File: config.mk
export PLATFORM = sky130hd
export DESIGN_NAME = qk7_top
export DESIGN_NICKNAME = d
export VERILOG_FILES = /design/src/source/console_pkg.sv /design/src/source/board_pkg.sv /design/src/source/qk7_top.sv /design/src/source/console_echo.sv /design/src/source/uart_tx.sv /design/src/source/uart_rx.sv /design/src/source/button_toggle.sv /design/src/source/sys_timebase.sv
export SDC_FILE = /design/constraint.sdc
export NUM_CORES = 1
export LEC_CHECK = 0
export ABC_CLOCK_PERIOD_IN_PS = 2100
export BUFFER_PORTS_ARGS = -buffer_cell sky130_fd_sc_hd__buf_2
export CORE_UTILIZATION = 30
export CTS_BUF_LIST = sky130_fd_sc_hd__clkbuf_16
export CTS_CLUSTER_SIZE = 25
export DETAILED_ROUTE_END_ITERATION = 16
export PLACE_DENSITY = 0.45
export SLEW_MARGIN = 0
export SYNTH_ARGS = -nofsm -noshare
export SYNTH_HDL_FRONTEND = slang
export SYNTH_SLANG_ARGS = --single-unit
File: constraint.sdc
create_clock -name sys_clk_p -period 2.1 [get_ports sys_clk_p]
set_clock_uncertainty 0.2 [all_clocks]
set_input_delay 0 -clock sys_clk_p [delete_from_list [all_inputs] [get_ports sys_clk_p]]
set_output_delay 0 -clock sys_clk_p [all_outputs]
set_load 0.02 [all_outputs]
File: src/source/console_pkg.sv
// console data package: tty byte bundle and character constants for case folding
package console_pkg;

   // byte with its qualifying strobe, as moved between uart and echo
   typedef struct packed {
      logic       stb;   // one-cycle pulse, dat valid
      logic [7:0] dat;   // character code
   } tty_t;

   // lower-case ascii range
   localparam logic [7:0] CHAR_LOWER_A = 8'h61;   // 'a'
   localparam logic [7:0] CHAR_LOWER_Z = 8'h7a;   // 'z'

   // 'a' - 'A', subtract to fold
   localparam logic [7:0] CASE_OFFSET  = 8'h20;

endpackage : console_pkg

File: src/source/board_pkg.sv
// board timing package: strobe bundle and default clock/baud figures for the qk7 console
package board_pkg;

   // slow enables shared by every clock-enabled block
   typedef struct packed {
      logic us;   // one-cycle microsecond enable
      logic ms;   // one-cycle millisecond enable, only with us
   } timebase_t;

   // defaults for a 50 MHz board clock
   localparam int DEF_CLK_PER_US  = 50;       // sys clocks per microsecond
   localparam int DEF_US_PER_MS   = 1000;     // us strobes per ms strobe
   localparam int DEF_DEBOUNCE_MS = 20;       // stable samples before a button counts

   // heartbeat half period
   localparam int DEF_HEART_MS    = 500;      // ms strobes per led inversion

   // serial console at 115200 baud
   localparam int DEF_BAUD_DIV    = 434;      // 50e6 / 115200, rounded down

endpackage : board_pkg
File: src/source/qk7_top.sv
// qk7 board top: timebase, debounced buttons, serial echo console and status leds
`timescale 1ns/1ps

module qk7_top import board_pkg::*, console_pkg::*; #(
   parameter int CLK_PER_US  = DEF_CLK_PER_US,
   parameter int US_PER_MS   = DEF_US_PER_MS,
   parameter int DEBOUNCE_MS = DEF_DEBOUNCE_MS,
   parameter int HEART_MS    = DEF_HEART_MS,
   parameter int BAUD_DIV    = DEF_BAUD_DIV
) (
   input  logic       sys_clk_p,      // system clock
   input  logic       rst_n,          // sync reset, active low
   input  logic [1:0] qk7_button,     // push buttons, active low
   input  logic       qk7_uart_rxd,   // serial in
   output logic       qk7_uart_txd,   // serial out
   output logic [1:0] qk7_led,        // 0 - heartbeat, 1 - upper case mode
   output logic [1:0] qk7_gpio1       // 0 - us strobe, 1 - ms strobe
);

   timebase_t tb;           // us/ms enables
   tty_t      rx_byte;      // received byte
   tty_t      tx_byte;      // byte to send
   logic      tx_busy;
   logic      timer_ena;    // button 0 state
   logic      upcase_ena;   // button 1 state
   logic      heartbeat;

   sys_timebase #(
      .CLK_PER_US (CLK_PER_US),
      .US_PER_MS  (US_PER_MS)
   ) timebase0 (
      .sys_clk_p (sys_clk_p),
      .rst_n     (rst_n),
      .tb        (tb)
   );

   button_toggle #(.DEBOUNCE_MS(DEBOUNCE_MS)) tog_timer (
      .sys_clk_p (sys_clk_p),
      .rst_n     (rst_n),
      .but_n     (qk7_button[0]),
      .tb        (tb),
      .toggle    (timer_ena)
   );

   button_toggle #(.DEBOUNCE_MS(DEBOUNCE_MS)) tog_case (
      .sys_clk_p (sys_clk_p),
      .rst_n     (rst_n),
      .but_n     (qk7_button[1]),
      .tb        (tb),
      .toggle    (upcase_ena)
   );

   uart_rx #(.BAUD_DIV(BAUD_DIV)) rx0 (
      .sys_clk_p (sys_clk_p),
      .rst_n     (rst_n),
      .rxd       (qk7_uart_rxd),
      .rx_byte   (rx_byte)
   );

   uart_tx #(.BAUD_DIV(BAUD_DIV)) tx0 (
      .sys_clk_p (sys_clk_p),
      .rst_n     (rst_n),
      .tx_byte   (tx_byte),
      .txd       (qk7_uart_txd),
      .tx_busy   (tx_busy)
   );

   console_echo #(.HEART_MS(HEART_MS)) console0 (
      .sys_clk_p  (sys_clk_p),
      .rst_n      (rst_n),
      .tb         (tb),
      .rx_byte    (rx_byte),
      .tx_busy    (tx_busy),
      .timer_ena  (timer_ena),
      .upcase_ena (upcase_ena),
      .tx_byte    (tx_byte),
      .heartbeat  (heartbeat)
   );

   assign qk7_led   = {upcase_ena, heartbeat};
   assign qk7_gpio1 = {tb.ms, tb.us};   // strobes out for the scope

endmodule : qk7_top

File: src/source/console_echo.sv
// console echo: optional upper-case folding, one-byte pending slot, heartbeat led
`timescale 1ns/1ps

module console_echo import board_pkg::*, console_pkg::*; #(
   parameter int HEART_MS = 500
) (
   input  logic      sys_clk_p,
   input  logic      rst_n,
   input  timebase_t tb,
   input  tty_t      rx_byte,
   input  logic      tx_busy,
   input  logic      timer_ena,
   input  logic      upcase_ena,
   output tty_t      tx_byte,
   output logic      heartbeat
);

   localparam int HW = (HEART_MS > 1) ? $clog2(HEART_MS) : 1;
   localparam logic [HW-1:0] HB_LAST = HW'(HEART_MS - 1);

   logic [7:0]    folded;     // rx byte after case folding
   logic          is_lower;
   logic          pend_full;  // slot holds a byte
   logic [7:0]    pend_dat;
   logic          send;       // slot goes to the transmitter this cycle
   logic          tx_stb;
   logic [7:0]    tx_dat;
   logic [HW-1:0] hb_cnt;     // ms strobes since last inversion

   assign is_lower = (rx_byte.dat >= CHAR_LOWER_A) && (rx_byte.dat <= CHAR_LOWER_Z);
   assign folded   = (upcase_ena && is_lower) ? rx_byte.dat - CASE_OFFSET : rx_byte.dat;

   // tx_stb guard covers the cycle before busy rises
   assign send    = pend_full && !tx_busy && !tx_stb;
   assign tx_byte = '{stb: tx_stb, dat: tx_dat};

   always_ff @(posedge sys_clk_p) begin
      if (!rst_n) begin
         pend_full <= 1'b0;
         tx_stb    <= 1'b0;
      end else begin
         tx_stb <= send;
         if (rx_byte.stb && (!pend_full || send))
            pend_full <= 1'b1;   // new byte dropped while the slot stays full
         else if (send)
            pend_full <= 1'b0;
      end
   end

   // slot and transmit data
   always_ff @(posedge sys_clk_p) begin
      if (rx_byte.stb && (!pend_full || send))
         pend_dat <= folded;
      if (send)
         tx_dat <= pend_dat;
   end

   // heartbeat held off and cleared while the timer button is off
   always_ff @(posedge sys_clk_p) begin
      if (!rst_n || !timer_ena) begin
         hb_cnt    <= '0;
         heartbeat <= 1'b0;
      end else if (tb.ms) begin
         if (hb_cnt == HB_LAST) begin
            hb_cnt    <= '0;
            heartbeat <= ~heartbeat;
         end else begin
            hb_cnt <= hb_cnt + 1'b1;
         end
      end
   end

endmodule : console_echo

File: src/source/uart_tx.sv
// uart transmitter: 8N1 frame shifter with busy level, line high while idle
`timescale 1ns/1ps

module uart_tx import console_pkg::*; #(
   parameter int BAUD_DIV = 434
) (
   input  logic sys_clk_p,
   input  logic rst_n,
   input  tty_t tx_byte,
   output logic txd,
   output logic tx_busy
);

   localparam int BW = (BAUD_DIV > 1) ? $clog2(BAUD_DIV) : 1;
   localparam logic [BW-1:0] BIT_LAST = BW'(BAUD_DIV - 1);

   logic [9:0]    frame;      // stop, data[7:0], start; bit 0 on the line
   logic [BW-1:0] baud_cnt;   // clocks left in current bit
   logic [3:0]    bits_left;  // bits after the current one

   // idle line high, otherwise the current frame bit
   assign txd = ~tx_busy | frame[0];

   always_ff @(posedge sys_clk_p) begin
      if (!rst_n) begin
         tx_busy   <= 1'b0;
         baud_cnt  <= '0;
         bits_left <= '0;
      end else if (!tx_busy) begin
         if (tx_byte.stb) begin
            tx_busy   <= 1'b1;
            baud_cnt  <= BIT_LAST;
            bits_left <= 4'd9;
         end
      end else if (baud_cnt != '0) begin
         baud_cnt <= baud_cnt - 1'b1;
      end else if (bits_left == '0) begin
         tx_busy <= 1'b0;   // end of stop bit
      end else begin
         baud_cnt  <= BIT_LAST;
         bits_left <= bits_left - 1'b1;
      end
   end

   // frame loaded on start and shifted once per bit
   always_ff @(posedge sys_clk_p) begin
      if (!tx_busy && tx_byte.stb)
         frame <= {1'b1, tx_byte.dat, 1'b0};
      else if (tx_busy && baud_cnt == '0)
         frame <= {1'b1, frame[9:1]};   // ones shift in behind the stop bit
   end

endmodule : uart_tx

File: src/source/uart_rx.sv
// uart receiver: 8N1, start edge detect, centre sampling, stop bit check before strobe
`timescale 1ns/1ps

module uart_rx import console_pkg::*; #(
   parameter int BAUD_DIV = 434
) (
   input  logic sys_clk_p,
   input  logic rst_n,
   input  logic rxd,
   output tty_t rx_byte
);

   localparam int BW = (BAUD_DIV > 1) ? $clog2(BAUD_DIV) : 1;
   localparam logic [BW-1:0] BIT_LAST  = BW'(BAUD_DIV - 1);
   localparam logic [BW-1:0] HALF_LAST = BW'(BAUD_DIV / 2 - 1);   // to start bit centre

   localparam logic [1:0] ST_IDLE  = 2'd0;
   localparam logic [1:0] ST_START = 2'd1;
   localparam logic [1:0] ST_DATA  = 2'd2;
   localparam logic [1:0] ST_STOP  = 2'd3;

   logic [1:0]    rxd_sync;   // synchronizer
   logic          rxd_d;      // previous synced sample, for edge detect
   logic          rxd_s;
   logic [1:0]    state;
   logic [BW-1:0] baud_cnt;   // clocks to next sample point
   logic [2:0]    bit_idx;    // data bit being received
   logic [7:0]    shreg;      // lsb first, enters at the top
   logic          rx_stb;

   assign rxd_s   = rxd_sync[1];
   assign rx_byte = '{stb: rx_stb, dat: shreg};   // shreg stable after the stop bit

   always_ff @(posedge sys_clk_p) begin
      if (!rst_n) begin
         rxd_sync <= 2'b11;   // line idles high
         rxd_d    <= 1'b1;
         state    <= ST_IDLE;
         baud_cnt <= '0;
         bit_idx  <= '0;
         rx_stb   <= 1'b0;
      end else begin
         rxd_sync <= {rxd_sync[0], rxd};
         rxd_d    <= rxd_s;
         rx_stb   <= 1'b0;

         if (state != ST_IDLE)
            baud_cnt <= (baud_cnt == '0) ? BIT_LAST : baud_cnt - 1'b1;

         case (state)
            ST_IDLE: begin
               if (rxd_d && !rxd_s) begin   // falling edge, start bit
                  baud_cnt <= HALF_LAST;
                  state    <= ST_START;
               end
            end
            ST_START: begin
               if (baud_cnt == '0) begin
                  bit_idx <= '0;
                  state   <= rxd_s ? ST_IDLE : ST_DATA;   // glitch if high again
               end
            end
            ST_DATA: begin
               if (baud_cnt == '0) begin
                  shreg   <= {rxd_s, shreg[7:1]};
                  bit_idx <= bit_idx + 1'b1;
                  if (bit_idx == 3'd7)
                     state <= ST_STOP;
               end
            end
            default: begin   // ST_STOP
               if (baud_cnt == '0) begin
                  rx_stb <= rxd_s;   // framing error gives nothing
                  state  <= ST_IDLE;
               end
            end
         endcase
      end
   end

endmodule : uart_rx

File: src/source/button_toggle.sv
// button toggle: synchronized, ms-sampled debounce, output flips once per press
`timescale 1ns/1ps

module button_toggle import board_pkg::*; #(
   parameter int DEBOUNCE_MS = 20
) (
   input  logic      sys_clk_p,
   input  logic      rst_n,
   input  logic      but_n,     // raw button, active low
   input  timebase_t tb,
   output logic      toggle
);

   localparam int CW = (DEBOUNCE_MS > 1) ? $clog2(DEBOUNCE_MS) : 1;
   localparam logic [CW-1:0] CNT_LAST = CW'(DEBOUNCE_MS - 1);

   logic [1:0]    but_sync;   // two-flop synchronizer, [1] is safe
   logic          pressed;
   logic          armed;      // 1 - waiting for press, 0 - waiting for release
   logic          match;      // sample agrees with what we wait for
   logic [CW-1:0] cnt;        // consecutive matching samples - 1

   assign pressed = ~but_sync[1];
   assign match   = armed ? pressed : ~pressed;

   always_ff @(posedge sys_clk_p) begin
      if (!rst_n) begin
         but_sync <= 2'b11;   // released
         armed    <= 1'b1;
         cnt      <= '0;
         toggle   <= 1'b0;
      end else begin
         but_sync <= {but_sync[0], but_n};

         if (tb.ms) begin
            if (!match) begin
               cnt <= '0;   // bounce, start over
            end else if (cnt == CNT_LAST) begin
               cnt   <= '0;
               armed <= ~armed;     // press disarms, release re-arms
               if (armed)
                  toggle <= ~toggle;   // only on the press side
            end else begin
               cnt <= cnt + 1'b1;
            end
         end
      end
   end

endmodule : button_toggle

File: src/source/sys_timebase.sv
// system timebase: cascaded down-counters producing microsecond and millisecond enables
`timescale 1ns/1ps

module sys_timebase import board_pkg::*; #(
   parameter int CLK_PER_US = 50,
   parameter int US_PER_MS  = 1000
) (
   input  logic      sys_clk_p,
   input  logic      rst_n,
   output timebase_t tb
);

   localparam int UW = (CLK_PER_US > 1) ? $clog2(CLK_PER_US) : 1;   // us counter width
   localparam int MW = (US_PER_MS > 1) ? $clog2(US_PER_MS) : 1;     // ms counter width

   localparam logic [UW-1:0] US_LAST = UW'(CLK_PER_US - 1);   // reload values
   localparam logic [MW-1:0] MS_LAST = MW'(US_PER_MS - 1);

   logic [UW-1:0] us_cnt;   // clocks left in this us
   logic [MW-1:0] ms_cnt;   // us strobes left in this ms
   logic          us_wrap;  // us counter expires this cycle

   assign us_wrap = (us_cnt == '0);

   always_ff @(posedge sys_clk_p) begin
      if (!rst_n) begin
         us_cnt <= US_LAST;   // first strobe CLK_PER_US cycles out
         ms_cnt <= MS_LAST;
         tb     <= '0;
      end else begin
         tb.us <= us_wrap;
         tb.ms <= us_wrap && (ms_cnt == '0);   // rides on the us pulse only

         if (us_wrap) begin
            us_cnt <= US_LAST;
            // ms counter advances once per us
            if (ms_cnt == '0)
               ms_cnt <= MS_LAST;
            else
               ms_cnt <= ms_cnt - 1'b1;
         end else begin
            us_cnt <= us_cnt - 1'b1;
         end
      end
   end

endmodule : sys_timebase

# Word level (Yosys, flattened, before mapping)
# Index checks and enable logic that the tools add are counted.
# classes
addsub,10
n_lt_le_gt_ge,2
n_eq_ne,13
mux,39
n_bitwise,11
reduce_logical,42
# ops
cell,count
two-way mux 9 bit,11
two-way mux 5 bit,4
zero test 9 bit,2
subtractor 9 x 1 -> 9 bit (second input constant),2
two-way mux 4 bit,4
AND reduction 3 bit,5
two-way mux 2 bit,6
nonzero test 2 bit,6
adder 5 x 1 -> 5 bit (second input constant),2
== test 5 bit (second input constant),2
zero test 10 bit,1
two-way mux 10 bit,1
NOT 1 bit,10
subtractor 10 x 1 -> 10 bit (second input constant),1
adder 9 x 1 -> 9 bit (second input constant),1
== test 9 bit (second input constant),1
logical AND 1 bit,9
nonzero test 9 bit,1
>= comparator 8 x 7 -> 1 bit (second input constant),1
<= comparator 8 x 7 -> 1 bit (second input constant),1
two-way mux 1 bit,8
two-way mux 8 bit,1
inequality test 2 x 1 -> 1 bit (second input constant),4
AND reduction 4 bit,2
other kinds (22),31
# totals
ff_bits,113
out_inout_bits,5

# Depth between registers and ports, before layout
# depth
ltp_word,6
mapped_depth,7

# Modules after synthesis
# From an unflattened synthesis, not the netlist that was laid out.
# hier_totals
hier_cells,512
area_unflattened_um2,5217.5
# modules_own_cells
module,n_inst,cells_each,area_each_um2,seq_area_each_um2
uart_rx,1,115,1191.1,600.6
console_echo,1,94,1181.1,720.7
uart_tx,1,112,1156.1,540.5
button_toggle,2,50,441.7,180.2
sys_timebase,1,89,790.8,360.3
qk7_top,1,2,15.0,0.0

# Worst setup path before layout
# No wires, ideal clock.
# synth_path
path_kind,register -> register
startpoint,register tx0.baud_cnt[0]
endpoint,register tx0.bits_left[2]
t_arrival_ns,1.886
setup_slack_ns,-0.102
stages_incl_launch_ff,8
path_buffers,1
period_less_slack_ns,2.202
cell_sequence,dfxtp_1 -> inv_1 -> ha_1 -> or3b_2 -> clkbuf_1 -> o31ai_2 -> a31oi_1 -> a41o_1
# synth_between
elab_chain_len,3
# synth_rtl
element,line_no,source
from (decl),uart_tx.sv:18,logic [BW-1:0] baud_cnt;
from (signal assigned),uart_tx.sv:36,baud_cnt <= baud_cnt - 1'b1;
nonzero test 9 bit,uart_tx.sv:35,end else if (baud_cnt != '0) begin
inequality test 2 bit (no source line),n/a,
AND reduction 3 bit (no source line),n/a,
to (signal assigned),uart_tx.sv:41,bits_left <= bits_left - 1'b1;
to (decl),uart_tx.sv:19,logic [3:0] bits_left;
# Every way passes these cells.
# A chain may end at the register's enable or synchronous reset.

# Worst setup path in the final report
# layout_path
startpoint,register tx0.baud_cnt[1]
endpoint,register tx0.bits_left[3]
# Same word-level chain as after synthesis.

==> results.md <==
- Dpl cells: 717
- Number of global-route vias before repair: 3458
- HP Class: reg -> reg
- Final Hold Viols: 0
- Total wire length: around 9500 µm
- Util after Layout: 38.5%
- Num ports: 10
- Clock power frac: a little under half
- Net Switching: 1650 µW
- Fin crit share: between 90% and 100%
- Peak VDD IR: 0.533 mV
- Reg power frac: 38.3%
- Clock sink count: 113
- Grt total ovfl: 0
- Number of synthesized flops with an enable pin: 32
- Achievable Freq: approximately 0.5 GHz
- Worst hold slack: between 0.2 and 0.25 ns
- CP bufs+invs: 1
- Initial Util: 30.8%
- Area contributors post-synth: dfxtp_1 (33%), edfxtp_1 (20%), ha_1 (4.6%)
- Crit-path cells: inv_1 -> ha_4 -> nand4bb_4 -> or4_4 -> or3_1 -> a31oi_1
- Setup ws final: 0.0768 ns
- Setup Viol. Count Final: 0
- Max Cap Viol: 0
- Pre-CTS setup slack: -0.0874 ns
- Mapped Nets: approximately 500
- Slew @ Worst Pin: 0.493 ns
- Top cell type's share of synthesized area: approximately 33%
- Synth async-reset ratio: 0%
- TritonCTS Buffers: 17
- DRC viols: 0
- Via density: between 4 and 5
- Clock Pin Slew Worst Setup and Hold Paths: ~0.050 ns
- Die H: between 100 and 150 µm
- Max FO, Critical Path: 4
- Clock root buffer: clkbuf_16
- Slowest CP cell: or4_4
- Pwr dens: 1060 mW/mm²
- Setup crit end kind: register
- Iteration count of the initial detailed-routing pass: 6
- Setup TNS: 0 ns
- First-pass GRT wire length: 16200 µm
- Critical path's top delay family: simple AND/OR/NAND/NOR gates
- Min Tclk post-route: ~2.0 ns
- Post-Syn Area: roughly 0.0049 mm²
- Int Pwr: 4890 µW
- Die width: 130 µm
- CP max stage delay: 0.51 ns
- Largest net degree at the start of global routing: 23
- Comb pwr share: between 10% and 20%
- Clock Latency Late Sink: 0.41 ns
- Switching share of power: 25.2%
- Area leader, netlist: dfxtp_1
- # diodes: 0
- Initial antenna violation count: 0
- Critical Path RT: 2.23 ns
- Bufs on Longest Clock Path: 2
- CP arrival: 2.16 ns
- Core Box Area: 0.0159 mm²
- Drt wl/cell: between 10 and 15 µm
- Final GP Congestion: ~0.77
- Setup CP Type: reg -> reg
- Global Route Usage Sum: 12.5%
- DP HPWL: 6350 µm
- Final ANT Viol Nets: 0
- Sequential element share of the synthesized area: between 50% and 60%
- Yosys cell types: 58
- Placement Rows: 46
- Avg Cell Area, Syn: between 10 and 15 µm²
- Startpoint types: register
- I/O Buffers: 9
- P_leak: ~0.0023 µW
- Layout cells sized above 1: 16.7%
- DRT iter0 DRCs: 199
- Run status: complete, no violations
- CTS tree: built
- Ys Warns: 0
- Area Overhead vs Synth: 25.0%
- Vias: 3539
- Nets: 550
- Post-synthesis register bit count: 113
- Synth Flop Type: dfxtp_1
- Die ar.: about 0.017 mm²
- H-tree levels: 4
- Post-Syn Instances: 480
- Final std cells w/o fill: 756
- Number of post-CTS setup repair buffers: 0
- Max Slew Vio Count: 0
- Slew margin rel.: 66.8%
## stage by stage
stage / total power [µW] / instance area (µm²)
detailed placement: 3540 / 5380
floorplan: 3220 / 4920
global route: 6850 / 6140
global placement: 3530 / 5380
CTS: 6580 / 6100
finish: 6530 / 6140
## worst paths after layout
check,startpoint,to,slack [ns],cells past startpoint
hold / removal,tog_timer.but_sync[0],tog_timer.but_sync[1],0.20,1
setup reg to reg,tx0.baud_cnt[1],tx0.bits_left[3],0.08,6
hold reg to reg,tog_timer.but_sync[0],tog_timer.but_sync[1],0.20,1
setup / recovery,tx0.baud_cnt[1],tx0.bits_left[3],0.08,6
## power by group through the flow
stage          Sequential (µW)  Clock, µW  Combinational, µW
2_1_floorplan             2520          0                694
3_3_place_gp              2540          0                993
3_5_place_dp              2540          0                998
4_1_cts                   2500       3070               1020
5_1_grt                   2520       3170               1160
6_report                  2500       3000               1030
## metal layers
layer / global-route usage [%] / wire length [µm]
met5: 0 / 0
met4: 6.98 / 161
met3: 3.65 / 240
met2: 19.1 / 4360
met1: 15.8 / 4710
## flip-flops by register name (all words and copies together), names as in the netlist, 2 cells and up
signal              count
console0.hb_cnt         9
console0.pend_dat       8
console0.tx_dat         8
rx0.baud_cnt            9
rx0.bit_idx             3
rx0.rxd_sync            2
rx0.shreg               8
rx0.state               2
timebase0.ms_cnt       10
timebase0.tb            2
timebase0.us_cnt        6
tog_case.but_sync       2
tog_case.cnt            5
tog_timer.but_sync      2
tog_timer.cnt           5
tx0.baud_cnt            9
tx0.bits_left           4
tx0.frame               9
## worst reg2reg max path, cell delays in order, from the launching register on
cell and delay (ns):
dfxtp_1 0.31, inv_1 0.11, ha_4 0.17, nand4bb_4 0.14, or4_4 0.51, or3_1 0.35
a31oi_1 0.15
## kinds of logic (layout without fill, tap and decap cells)
kind of cell | count (synthesis) | count (layout) | synth area share (%)
flops | 113 | 113 | 52.6
buf+inv | 37 | 97 | 3.31
compound gates | 85 | 85 | 11.5
xor+xnor | 30 | 30 | 5.35
simple gates | 190 | 190 | 21.2
mux | 7 | 7 | 1.45
fa+ha+maj | 18 | 18 | 4.59
## synth_stat cells, drive strengths merged, types with 2 or more instances
cell,instances
nand3b,4
clkbuf,9
nor3b,6
a31oi,8
xor2,17
a32o,2
buf,9
ha,18
or3,10
mux2i,6
nor4b,4
and3,5
a21oi,22
o31ai,6
nand4b,4
a211oi,3
o31a,3
o21a,3
inv,19
nand4bb,2
nand2,27
a21o,5
a22o,7
nor4,3
nand4,12
or2,2
nor3,11
xnor2,13
a21boi,3
edfxtp,32
or4,7
dfxtp,81
nand2b,14
nor2,49
nand3,20
o21ai,17
and2,5
## layout by cell type, fill, tap and decap left out, drive strengths merged, types with 13 or more instances in the layout
| cell | netlist | layout |
|---|---|---|
| buf | 9 | 39 |
| xor2 | 17 | 17 |
| inv | 19 | 21 |
| xnor2 | 13 | 13 |
| nand2b | 14 | 14 |
| edfxtp | 32 | 32 |
| a21oi | 22 | 22 |
| nor2 | 49 | 49 |
| dfxtp | 81 | 81 |
| o21ai | 17 | 17 |
| clkbuf | 9 | 18 |
| ha | 18 | 18 |
| nand2 | 27 | 27 |
| nand3 | 20 | 20 |
## timing repair
action | CTS | global route
hold buffers | 7 | 0
endpoints found under the setup margin | 6 | 17
hold endpoints to repair | 23 | 0
pin swaps | 1 | 0
gates resized for setup | 4 | 8
## final cells by class
class / count / area, µm²
clock buffers: 18 / 450
clock inverters: 14 / 169
fillers: 1576 / 9810
inverters: 19 / 71.3
multi-input cells: 330 / 2240
flip-flops and latches: 113 / 2580
well taps: 216 / 270
repair buffers: 46 / 357
Power figures use the tool's default switching activity.
